**config.mk**
```make
export PLATFORM = sky130hd
export DESIGN_NAME = music_player
export DESIGN_NICKNAME = d
export VERILOG_FILES = /design/src/synth_pkg.sv /design/src/music_pkg.sv /design/src/music_player.sv /design/src/square_synth.sv /design/src/note_player.sv /design/src/song_reader.sv /design/src/song_rom.sv
export SDC_FILE = /design/constraint.sdc
export NUM_CORES = 1
export LEC_CHECK = 0
export BUFFER_PORTS_ARGS = -buffer_cell sky130_fd_sc_hd__buf_2
export CAP_MARGIN = 25
export CORE_MARGIN = 2
export CORE_UTILIZATION = 59
export DETAILED_ROUTE_END_ITERATION = 10
export GPL_ROUTABILITY_DRIVEN = 1
export PLACE_DENSITY = 0.84
export SYNTH_ARGS = -nofsm -noshare
export SYNTH_HDL_FRONTEND = slang
export SYNTH_HIERARCHICAL = 1
export SYNTH_SLANG_ARGS = --single-unit
```
**constraint.sdc**
```tcl
create_clock -name clk -period 10.1 [get_ports clk]
set_input_delay 3.03 -clock clk [delete_from_list [all_inputs] [get_ports clk]]
set_output_delay 3.03 -clock clk [all_outputs]
set_load 0.02 [all_outputs]
```
**src/song_rom.hex**
```
// One word per line: note code in bits 11:6, duration in beats in bits 5:0.
// Songs 0 to 3 follow each other, 32 words per song.
342
3C1
441
482
002
501
581
600
643
601
581
502
481
441
3C1
343
941
9C1
A42
001
C41
CC1
D42
FC1
042
0C1
141
202
301
001
642
344
641
6C2
741
782
801
882
901
942
001
941
902
881
802
781
742
6C1
642
341
382
401
002
B01
B82
C01
F02
F41
F82
081
1C2
281
2C0
643
942
001
941
B02
B01
B82
B81
B03
A81
A81
A41
A41
9C1
9C1
943
001
501
501
481
481
441
441
3C2
000
341
641
941
C41
F41
FC2
E01
044
341
381
3C1
401
441
481
4C1
501
541
581
5C1
601
641
681
6C1
701
741
781
7C1
801
841
881
8C1
901
941
981
9C1
A01
A41
A81
AC1
B01

```
**src/synth_pkg.sv**
```systemverilog
`default_nettype none

// Sound-side definitions for the beat timing and the square-wave pitch table.
package synth_pkg;

    // Counter type for the clocks within one beat.
    typedef logic [7:0] beat_cnt_t;

    // A half period of the square wave, in clocks.
    typedef logic [15:0] half_period_t;

    // Clocks per beat. Kept very short so that whole songs simulate quickly.
    localparam beat_cnt_t BEAT_CYCLES = 8'd4;

    // Half periods for the twelve semitones of octave 0, from C up to B.
    // Each step is close to the twelfth root of two. Higher octaves shift
    // these values right by the octave number.
    localparam half_period_t SEMITONE_HALF [0:11] = '{
        16'd128, 16'd121, 16'd114, 16'd108,
        16'd102, 16'd96,  16'd91,  16'd85,
        16'd81,  16'd76,  16'd72,  16'd68
    };

endpackage

`default_nettype wire

```
**src/music_pkg.sv**
```systemverilog
`default_nettype none

// Types and sizes that describe the score: songs, notes, durations and the ROM
// that holds them.
package music_pkg;

    // Song number. It selects one quarter of the song ROM.
    typedef logic [1:0] song_sel_t;

    // Position of a note within one song.
    typedef logic [4:0] note_idx_t;

    // ROM address, made of the song number above the note index.
    typedef logic [6:0] rom_addr_t;

    // Pitch code. Code 0 is a rest and codes 1 to 63 are octave*12+semitone+1.
    typedef logic [5:0] note_t;

    // Note length in beats. A length of 0 plays as a single beat.
    typedef logic [5:0] duration_t;

    // One ROM word holds the note in bits 11:6 and the duration in bits 5:0.
    typedef logic [11:0] rom_word_t;

    localparam note_idx_t LAST_NOTE  = 5'd31;
    localparam int        SONG_COUNT = 4;
    localparam int        ROM_DEPTH  = SONG_COUNT * (int'(LAST_NOTE) + 1);

endpackage

`default_nettype wire
```
**src/music_player.sv**
```systemverilog
`default_nettype none
`timescale 1ns/1ps

// Tone sequencer top.
// The reader fetches notes from the song ROM, the player times them and the
// synthesizer turns the sounding note into a one-bit square wave.
module music_player import music_pkg::*; (
    input  wire        clk,
    input  wire        rst_n,
    input  wire        play,
    input  song_sel_t  song,
    output note_t      note,
    output duration_t  duration,
    output logic       new_note,
    output logic       note_done,
    output logic       song_done,
    output logic       audio
);

    logic  sounding;
    note_t sound_note;

    song_reader reader_i (
        .clk       (clk),
        .rst_n     (rst_n),
        .play      (play),
        .song      (song),
        .note_done (note_done),
        .new_note  (new_note),
        .note      (note),
        .duration  (duration),
        .song_done (song_done)
    );

    note_player player_i (
        .clk        (clk),
        .rst_n      (rst_n),
        .play       (play),
        .new_note   (new_note),
        .note       (note),
        .duration   (duration),
        .note_done  (note_done),
        .sounding   (sounding),
        .sound_note (sound_note)
    );

    square_synth synth_i (
        .clk      (clk),
        .rst_n    (rst_n),
        .sounding (sounding),
        .note     (sound_note),
        .audio    (audio)
    );

endmodule

`default_nettype wire

```
**src/square_synth.sv**
```systemverilog
`default_nettype none
`timescale 1ns/1ps

// Square-wave tone generator.
// The pitch code is split into octave and semitone. The semitone picks a half
// period from the table and the octave divides it by a power of two.
module square_synth import music_pkg::*, synth_pkg::*; (
    input  wire    clk,
    input  wire    rst_n,
    input  wire    sounding,
    input  note_t  note,
    output logic   audio
);

    logic [2:0]   octave;
    logic [3:0]   semitone;
    half_period_t half_period;
    half_period_t phase_cnt;
    logic         tone;
    logic         active;

    // Divide (note - 1) by 12 with five conditional subtractions.
    // Code 63 is the largest, which gives octave 5 and semitone 2.
    always_comb begin
        logic [5:0] remain;
        remain = note - 6'd1;
        octave = '0;
        for (int i = 0; i < 5; i++) begin
            if (remain >= 6'd12) begin
                remain = remain - 6'd12;
                octave = octave + 3'd1;
            end
        end
        semitone = remain[3:0];
    end

    assign half_period = SEMITONE_HALF[semitone] >> octave;

    // Rests and the gaps between notes stay silent.
    assign active = sounding && (note != '0);

    always_ff @(posedge clk or negedge rst_n) begin
        if (!rst_n) begin
            phase_cnt <= '0;
            tone      <= 1'b0;
        end else if (!active) begin
            phase_cnt <= '0;
            tone      <= 1'b0;
        end else if (phase_cnt == half_period - 16'd1) begin
            // One half period has passed, so flip the wave.
            phase_cnt <= '0;
            tone      <= ~tone;
        end else begin
            phase_cnt <= phase_cnt + 16'd1;
        end
    end

    // The gate drops the output in the same cycle that the note stops.
    assign audio = tone & active;

endmodule

`default_nettype wire

```
**src/note_player.sv**
```systemverilog
`default_nettype none
`timescale 1ns/1ps

// Times one note in beats of BEAT_CYCLES clocks.
// The note and its length are taken on new_note, and note_done pulses when
// the last beat has run out. Counting stops while play is low.
module note_player import music_pkg::*, synth_pkg::*; (
    input  wire        clk,
    input  wire        rst_n,
    input  wire        play,
    input  wire        new_note,
    input  note_t      note,
    input  duration_t  duration,
    output logic       note_done,
    output logic       sounding,
    output note_t      sound_note
);

    beat_cnt_t beat_cnt;
    duration_t beats_left;
    logic      beat_end;
    logic      last_beat;

    assign beat_end  = (beat_cnt == BEAT_CYCLES - 8'd1);
    assign last_beat = (beats_left == 6'd1);

    always_ff @(posedge clk or negedge rst_n) begin
        if (!rst_n) begin
            beat_cnt   <= '0;
            beats_left <= '0;
            sounding   <= 1'b0;
            note_done  <= 1'b0;
        end else begin
            note_done <= 1'b0;
            if (new_note) begin
                // The load cycle is the first clock of the first beat.
                // That puts note_done exactly duration*BEAT_CYCLES clocks later.
                beat_cnt   <= 8'd1;
                beats_left <= (duration == '0) ? 6'd1 : duration;
                sounding   <= 1'b1;
            end else if (sounding && play) begin
                if (beat_end) begin
                    beat_cnt   <= '0;
                    beats_left <= beats_left - 6'd1;
                    // The note stops at the end of its final beat.
                    if (last_beat) begin
                        sounding  <= 1'b0;
                        note_done <= 1'b1;
                    end
                end else begin
                    beat_cnt <= beat_cnt + 8'd1;
                end
            end
        end
    end

    // Pitch of the note being played. Only read while sounding is high.
    always_ff @(posedge clk) begin
        if (new_note) begin
            sound_note <= note;
        end
    end

endmodule

`default_nettype wire

```
**src/song_reader.sv**
```systemverilog
`default_nettype none
`timescale 1ns/1ps

// Steps through one song of the ROM and hands each note to the player.
// A note is presented with a one-clock new_note pulse and then held until the
// next one. The reader then waits for note_done before it moves on.
module song_reader import music_pkg::*; (
    input  wire        clk,
    input  wire        rst_n,
    input  wire        play,
    input  song_sel_t  song,
    input  wire        note_done,
    output logic       new_note,
    output note_t      note,
    output duration_t  duration,
    output logic       song_done
);

    typedef enum logic [1:0] {
        ST_IDLE,
        ST_FETCH,
        ST_PRESENT,
        ST_WAIT_DONE
    } state_t;

    state_t    state;
    state_t    state_next;
    note_idx_t idx;
    note_idx_t idx_next;
    logic      advance;
    rom_addr_t rom_addr;
    rom_word_t rom_data;

    // The index moves on only when a note ends with play still high.
    // Past the last note it wraps to 0 through the natural 5-bit overflow.
    assign advance  = (state == ST_WAIT_DONE) && note_done && play;
    assign idx_next = advance ? idx + 5'd1 : idx;

    // The ROM is addressed with the upcoming index, so the word is already
    // on rom_data during the fetch state.
    assign rom_addr = {song, idx_next};

    // End of song is flagged in the same cycle as the last note_done.
    assign song_done = (state == ST_WAIT_DONE) && note_done && (idx == LAST_NOTE);

    song_rom rom_i (
        .clk  (clk),
        .addr (rom_addr),
        .data (rom_data)
    );

    always_comb begin
        state_next = state;
        case (state)
            // Wait here while paused.
            ST_IDLE:      if (play) state_next = ST_FETCH;
            // The ROM read for the current index happens in this cycle.
            ST_FETCH:     state_next = ST_PRESENT;
            // The note is on the outputs and new_note is high.
            ST_PRESENT:   state_next = ST_WAIT_DONE;
            // A note that ends while paused sends the reader back to idle.
            // The index is kept, so the same note plays again on resume.
            ST_WAIT_DONE: begin
                if (note_done) begin
                    state_next = play ? ST_FETCH : ST_IDLE;
                end
            end
            default:      state_next = ST_IDLE;
        endcase
    end

    always_ff @(posedge clk or negedge rst_n) begin
        if (!rst_n) begin
            state    <= ST_IDLE;
            idx      <= '0;
            new_note <= 1'b0;
            note     <= '0;
            duration <= '0;
        end else begin
            state    <= state_next;
            idx      <= idx_next;
            // The word read in fetch is captured so that it is valid in present.
            new_note <= (state == ST_FETCH);
            if (state == ST_FETCH) begin
                note     <= rom_data[11:6];
                duration <= rom_data[5:0];
            end
        end
    end

endmodule

`default_nettype wire

```
**src/song_rom.sv**
```systemverilog
`default_nettype none
`timescale 1ns/1ps

// Song storage. Four songs of 32 words each, stored song after song.
// The read is registered, so data follows addr by one clock.
module song_rom import music_pkg::*; (
    input  wire        clk,
    input  rom_addr_t  addr,
    output rom_word_t  data
);

    rom_word_t mem [0:ROM_DEPTH-1];

    // The image is loaded once at elaboration.
    initial begin
        $readmemh("/design/src/song_rom.hex", mem);
    end

    always_ff @(posedge clk) begin
        data <= mem[addr];
    end

endmodule

`default_nettype wire

```
---- Yosys cells after proc, flatten, opt, wreduce, memory -nomap -nowiden ----
Memories as Yosys holds them, arrays and structs flattened.
Cells that the tools add are included.
storage, ports and cells
  register bits after elaboration ......... 71
  ROM bits ................................ 256
  bits of input ports ..................... 5
  memories kept ........................... 1
memories
  memory            depth  width  rd ports  clocked after Yosys merged registers in  write ports  RTL line            RTL
  (name not given)  16     16     1         0                                        0            square_synth.sv:37  assign half_period = SEMITONE_HALF[semitone] >> octave;
cells by class
  add/subtract/negate cells ............... 15
  order comparisons ....................... 6
  equality and inequality tests ........... 10
  shifts and indexed selects .............. 1
  mux-type cells .......................... 36
  bitwise operators ....................... 3
  reduce and logical (&&, ||, !) cells .... 14
operator list
  cell                   number
  $mux 16                4
  $mux 6                 8
  $ge 6x4->1 const B     5
  $mux 8                 3
  $sub 6x4->6 const B    4
  $add 16x1->16 const B  1
  $eq 16x16->1           1
  $shr 16x3->16          1
  $sub 16x1->16 const B  1
  $mux 1                 12
  $mux 3                 4
  $sub 6x1->6 const B    2
  $add 3x1->3 const B    3
  $add 8x1->8 const B    1
  $eq 8x2->1 const B     1
  $pmux 2 s4             1
  $eq 6x1->1 const B     1
  $logic_not 6->1        1
  $reduce_bool 2->1      3
  $reduce_bool 6->1      1
  $add 5x1->5 const B    1
  $eq 5x5->1 const B     1
  $ge 5x5->1 const B     1
  $logic_and 1x1->1      5
  other kinds (15)       19

---- Depth between registers and ports, before layout ----
  word-level depth ........................ 20
  gate-level depth with buffers ........... 49
  gate-level depth less buffers ........... 45

---- By module ----
Netlist, hierarchy kept.
by module, submodules not included
  module        times used  cells each  area an instance (um^2)  seq. area each (um^2)
  square_synth  1           400         3,265.6                  425.4
  note_player   1           100         1,077.3                  580.6
  song_reader   1           60          873.3                    500.5
  song_rom      1           13          93.8                     0.0

---- Worst setup path before layout ----
OpenSTA, ideal clock, no wires.
  path kind ............................... register to register
  start point ............................. register player_i.sound_note[0]
  end point ............................... register synth_i.phase_cnt[9]
  setup time .............................. 0.119 ns
  data arrival time ....................... 10.411 ns
  required time ........................... 9.981 ns
  setup slack ............................. -0.430 ns
  cell stages (with the launch flop) ...... 46
  cell sequence ........................... edfxtp_1 -> inv_1 -> ha_1 -> nor2b_1 -> or2_2 -> ha_1 -> clkbuf_1 -> o311a_1 -> or4_1 -> inv_1 -> ha_1 -> inv_1 -> nand3_2 -> inv_2 -> xnor2_2 -> inv_1 -> ha_1 -> nor4_1 -> [10 not listed] -> inv_1 -> or4_1 -> o311ai_1 -> mux2_2 -> or2_1 -> buf_2 -> a211oi_1 -> nor2_1 -> a221oi_4 -> nand3_2 -> and4bb_2 -> ha_1 -> xnor2_1 -> nor4_1 -> o2111ai_1 -> o21ai_2 -> buf_6 -> nor2_2
between the ends
  word-level cells in the longest chain between the ends .. 20
  elaborated cells between the ends (all ways) .. 36
  classes of those cells .................. 11 x add/sub; 5 x order compare; 1 x eq/ne; 1 x shift; 14 x mux; 1 x bitwise; 2 x reduce/logical; 1 x memory
ends and longest elaborated chain
  item                                              RTL line                                RTL
  from (decl)                                       note_player.sv:16                       output note_t sound_note
  from (signal assigned)                            note_player.sv:60                       sound_note <= note;
  $sub 6x1->6                                       square_synth.sv:26                      remain = note - 6'd1;
  $sub 6x4->6 / $ge 6x4->1 (equally long branches)  square_synth.sv:30, square_synth.sv:29
  $mux 6                                            square_synth.sv:29                      if (remain >= 6'd12) begin
  $sub 6x4->6 / $ge 6x4->1 (equally long branches)  square_synth.sv:30, square_synth.sv:29
  $mux 6                                            square_synth.sv:29
  $sub 6x4->6 / $ge 6x4->1 (equally long branches)  square_synth.sv:30, square_synth.sv:29
  $mux 6                                            square_synth.sv:29
  $sub 6x4->6 / $ge 6x4->1 (equally long branches)  square_synth.sv:30, square_synth.sv:29
  [3 not listed]                                    n/a
  $not 4->5 (not written as such)                   square_synth.sv:37
  $mem_v2 16x16                                     n/a
  $mux 16 (not written as such) (2 in series)       square_synth.sv:37
  $shr 16x3->16                                     square_synth.sv:37
  $sub 16x1->16                                     square_synth.sv:49                      end else if (phase_cnt == half_period - 16'd1) begin
  $eq 16x16->1                                      square_synth.sv:49
  $mux 16                                           square_synth.sv:49
  $mux 16 *                                         square_synth.sv:46                      end else if (!active) begin
  to (signal assigned)                              square_synth.sv:54                      phase_cnt <= phase_cnt + 16'd1;
  to (decl)                                         square_synth.sv:18                      half_period_t phase_cnt;
Every way passes the cells marked *; elsewhere a longest branch is shown, timed or not. The select of a mux whose other input is x is not followed.
A chain may end at the register's enable or synchronous reset.

---- Worst setup path after layout ----
  start point ............................. register player_i.sound_note[1]
  end point ............................... register synth_i.tone
between the ends
  word-level cells in the longest chain between the ends .. 19
  elaborated cells between the ends (all ways) .. 36
  classes of those cells .................. 11 x add/sub; 5 x order compare; 2 x eq/ne; 1 x shift; 13 x mux; 1 x bitwise; 2 x reduce/logical; 1 x memory
ends and longest elaborated chain
  item                                              RTL line                                RTL
  $sub 6x1->6                                       square_synth.sv:26
  $sub 6x4->6 / $ge 6x4->1 (equally long branches)  square_synth.sv:30, square_synth.sv:29
  $mux 6                                            square_synth.sv:29
  $sub 6x4->6 / $ge 6x4->1 (equally long branches)  square_synth.sv:30, square_synth.sv:29
  $mux 6                                            square_synth.sv:29
  $sub 6x4->6 / $ge 6x4->1 (equally long branches)  square_synth.sv:30, square_synth.sv:29
  $mux 6                                            square_synth.sv:29
  $sub 6x4->6 / $ge 6x4->1 (equally long branches)  square_synth.sv:30, square_synth.sv:29
  [2 not listed]                                    n/a
  $mux 4                                            square_synth.sv:29
  $not 4->5 (not written as such)                   square_synth.sv:37
  $mem_v2 16x16                                     n/a
  $mux 16 (not written as such) (2 in series)       square_synth.sv:37
  $shr 16x3->16                                     square_synth.sv:37
  $sub 16x1->16                                     square_synth.sv:49
  $eq 16x16->1                                      square_synth.sv:49
  $ne 2x2->1 (no source line)                       n/a
  to (signal assigned)                              square_synth.sv:52                      tone <= ~tone;
  to (decl)                                         square_synth.sv:19                      logic tone;
Several ways; a longest one is shown, not always the timed one. The select of a mux whose other input is x is not followed.

==> impl_metrics.csv <==
group,metric,value,unit
outcome,outcome,"completed",
layout,finalNetCount,643,
setup_path,cp_common_cell,"ha_1",
sta,maxSlewHeadroom,55.99,%
yosys,avgSynthCellArea,9.267,um^2
yosys,ys_async_sr_fraction,89.83,%
floorplanning,start_util,60.89,%
placed_design,dp_hpwl,8657,um
drt,viasPerCell,6.278,
drt,wl_per_cell,16.48,um
sta,fmax,103.5,MHz
global_routing,grt_usage,25.49,%
drt,drtPass1Iterations,5,
setup_path,path_class,"register to register",
sta,slew_violations,0,
clocking,htreeDepth,3,
yosys,yosysUniqueCellTypes,108,
yosys,ys_warn_count,6,
setup_path,end_kind,"register",
global_routing,antenna_found_initial,0,
setup_path,start_kind,"register",
sta,period_share,95.67,%
setup_path,reg2reg_depth,42,
floorplanning,io_pins,21,
sta,timing.setup.tns,0,ns
sta,fin_ws,0.4373,ns
yosys,synth-seq-cells,59,
setup_path,cpPeakStageDelay,0.54,ns
drt,drc,0,
clocking,cts_tree,"yes",
clocking,clockBufferDepth,2,
clocking,clock_latency,0.35,ns
yosys,synth_edf_count,6,
min_path,min_path_type,"register to register",
yosys,synth_cells,573,
layout,diodes,0,
flow_run,cap_violations,0,
sta,clock_skew,0.01068,ns
yosys,synth-main-ff-cell,"dfrtp_1",
drt,initialDrtViolationCount,222,
yosys,netlist_area,0.005310,mm^2
sta,finalCriticalPeriod,9.663,ns
sta,setup_viol,0,
sta,hold_ws,0.4667,ns
global_routing,grt_max_degree,54,
drt,via_count,4545,
sta,report.final.hold_viol_count,0,
setup_path,crit_fanout,10,
floorplanning,dieHeight,98.87,um
setup_path,critPathSlowestCell,"or4_1",
global_routing,grt_pass1_vias,4602,
drt,ant_nets,0,
layout,final_area,0.005931,mm^2
global_routing,grt_pass1_wl,20890,um
placed_design,io_buffers,18,
layout,layout-drive-gt1-share,24.51,%
floorplanning,die-area,0.009775,mm^2
yosys,synthTopCellsByArea,"dfrtp_1 25%, ha_1 6.4%, xnor2_1 4.0%",
setup_path,cp.arrival,9.93,ns
placed_design,placed_cell_area,0.005614,mm^2
floorplanning,die_x,98.87,um
min_path,hold_depth,0,
drt,routed_wl,11930,um
placed_design,place_congestion,0.9409,
clocking,clk_pin_slew,0.07,ns
placed_design,dp_slack,-0.1188,ns
clocking,cts_sinks,59,
floorplanning,placementRows,34,
setup_path,cp_data_required_time,10.37,ns
sta,tightest_slew,0.6601,ns
yosys,synth_top_cell_area_share,24.98,%
yosys,yosysTopAreaCell,"dfrtp_1",
floorplanning,placeableCoreArea,0.008721,mm^2
layout,syn_to_final_growth,11.69,%
clocking,cts-root-buf,"clkbuf_8",
clocking,numCtsBuffers,9,
global_routing,grt_overflow,0,
yosys,synth_seq_area_share,28.37,%
-- layer usage --
| metal | global-route usage, % | part of all wire [%] | up-vias |
|---|---|---|---|
| li1 | - | - | 2156 |
| met3 | 3.404 | 4.9 | 37 |
| met4 | 9.378 | 2.5 | 0 |
| met2 | 45.74 | 51 | 152 |
| met5 | 0 | 0 | - |
| met1 | 31.16 | 41 | 2200 |
-- synth_stat cells (5+ instances only) --
cell type  count
dfrtp_1       53
nand2_1       41
nor2_1        40
inv_1         29
ha_1          27
xnor2_1       24
o21ai_0       23
nor3_1        20
xor2_1        20
nand3_1       16
a21oi_1       15
buf_4         15
mux2_1        14
nor2_2        12
nand4_1       11
and3_1        10
a21o_1         8
or3_1          8
buf_2          6
edfxtp_1       6
mux2_2         6
nor4_1         6
or4_1          6
a211oi_1       5
clkbuf_1       5
o21ai_1        5
o31a_1         5
or2_2          5
-- per-stage QoR --
| stage | cells | util (%) |
|---|---|---|
| global route | 724 | 68.01 |
| finish | 724 | 68.01 |
| CTS | 720 | 66.71 |
| detailed placement | 704 | 64.38 |
| floorplan | 584 | - |
| global placement | 704 | 64.38 |
-- path summary, 6_finish.rpt --
kind	startpoint	to	slack, ns
worst min-delay path	reader_i/note[2]$_DFFE_PN0P_	player_i/sound_note[2]$_DFFE_PP_	0.47
worst min register to register	reader_i/note[2]$_DFFE_PN0P_	player_i/sound_note[2]$_DFFE_PP_	0.47
worst max-delay path	player_i/sound_note[1]$_DFFE_PP_	synth_i/tone$_DFFE_PN0P_	0.44
min in group asynchronous	rst_n	synth_i/phase_cnt[8]$_DFF_PN0_	2.80
max in group asynchronous	rst_n	reader_i/duration[5]$_DFFE_PN0P_	6.86
worst max register to register	player_i/sound_note[1]$_DFFE_PP_	synth_i/tone$_DFFE_PN0P_	0.44
-- layout by cell type, fill, tap and decap left out, drive strengths merged, types with 16 or more instances in the layout --
cell type	instances
dfrtp	53
nor2	53
buf	47
nand2	42
inv	33
xnor2	29
o21ai	29
ha	27
mux2	24
nor3	23
xor2	20
nand3	20
a21oi	16
-- logic make-up after synthesis --
family / Yosys count / share of synthesized area [%]
other cells: 1 / 0.07062
fa+ha+maj: 27 / 6.362
xor+xnor: 51 / 9.849
mux: 26 / 5.820
buf+inv: 63 / 5.938
flops: 59 / 28.37
simple gates: 222 / 24.25
compound gates: 124 / 19.35
-- worst max-delay path: cells and delay by family (launching register included) --
kind,cells,cell delay [ns]
AO/OA/AOI/OAI,8,1.64
XOR/XNOR,1,0.17
adder cells (fa/ha/maj),7,1.56
buffers and inverters,7,0.83
flip-flops,1,0.45
multiplexers,3,1.14
AND/OR/NAND/NOR,16,3.77
-- flip-flops by register name, summed over array words and instances (netlist names) --
signal	count
synth_i/phase_cnt	16
player_i/beat_cnt	8
player_i/beats_left	6
player_i/sound_note	6
reader_i/duration	6
reader_i/note	6
reader_i/idx	5
reader_i/state	2
player_i/note_done	1
player_i/sounding	1
reader_i/new_note	1
synth_i/tone	1
-- timing repair --
action                                  CTS  global route
pin swaps                                 0             5
hold buffers                              0             0
setup buffers                             0             4
gates resized for setup                   3            14
endpoints found under the setup margin   17            17
-- layout make-up --
cell class	instances	area (um^2)
multi-input cells	462	3655
fillers	663	2790
inverters	32	120.1
repair buffers	47	320.3
well taps	108	135.1
flip-flops and latches	59	1506
clock buffers	10	127.6
clock inverters	6	66.31
Power is left out: the tool's default activity adds up to more than one toggle a clock period on the data nets, which glitch-free logic cannot reach.
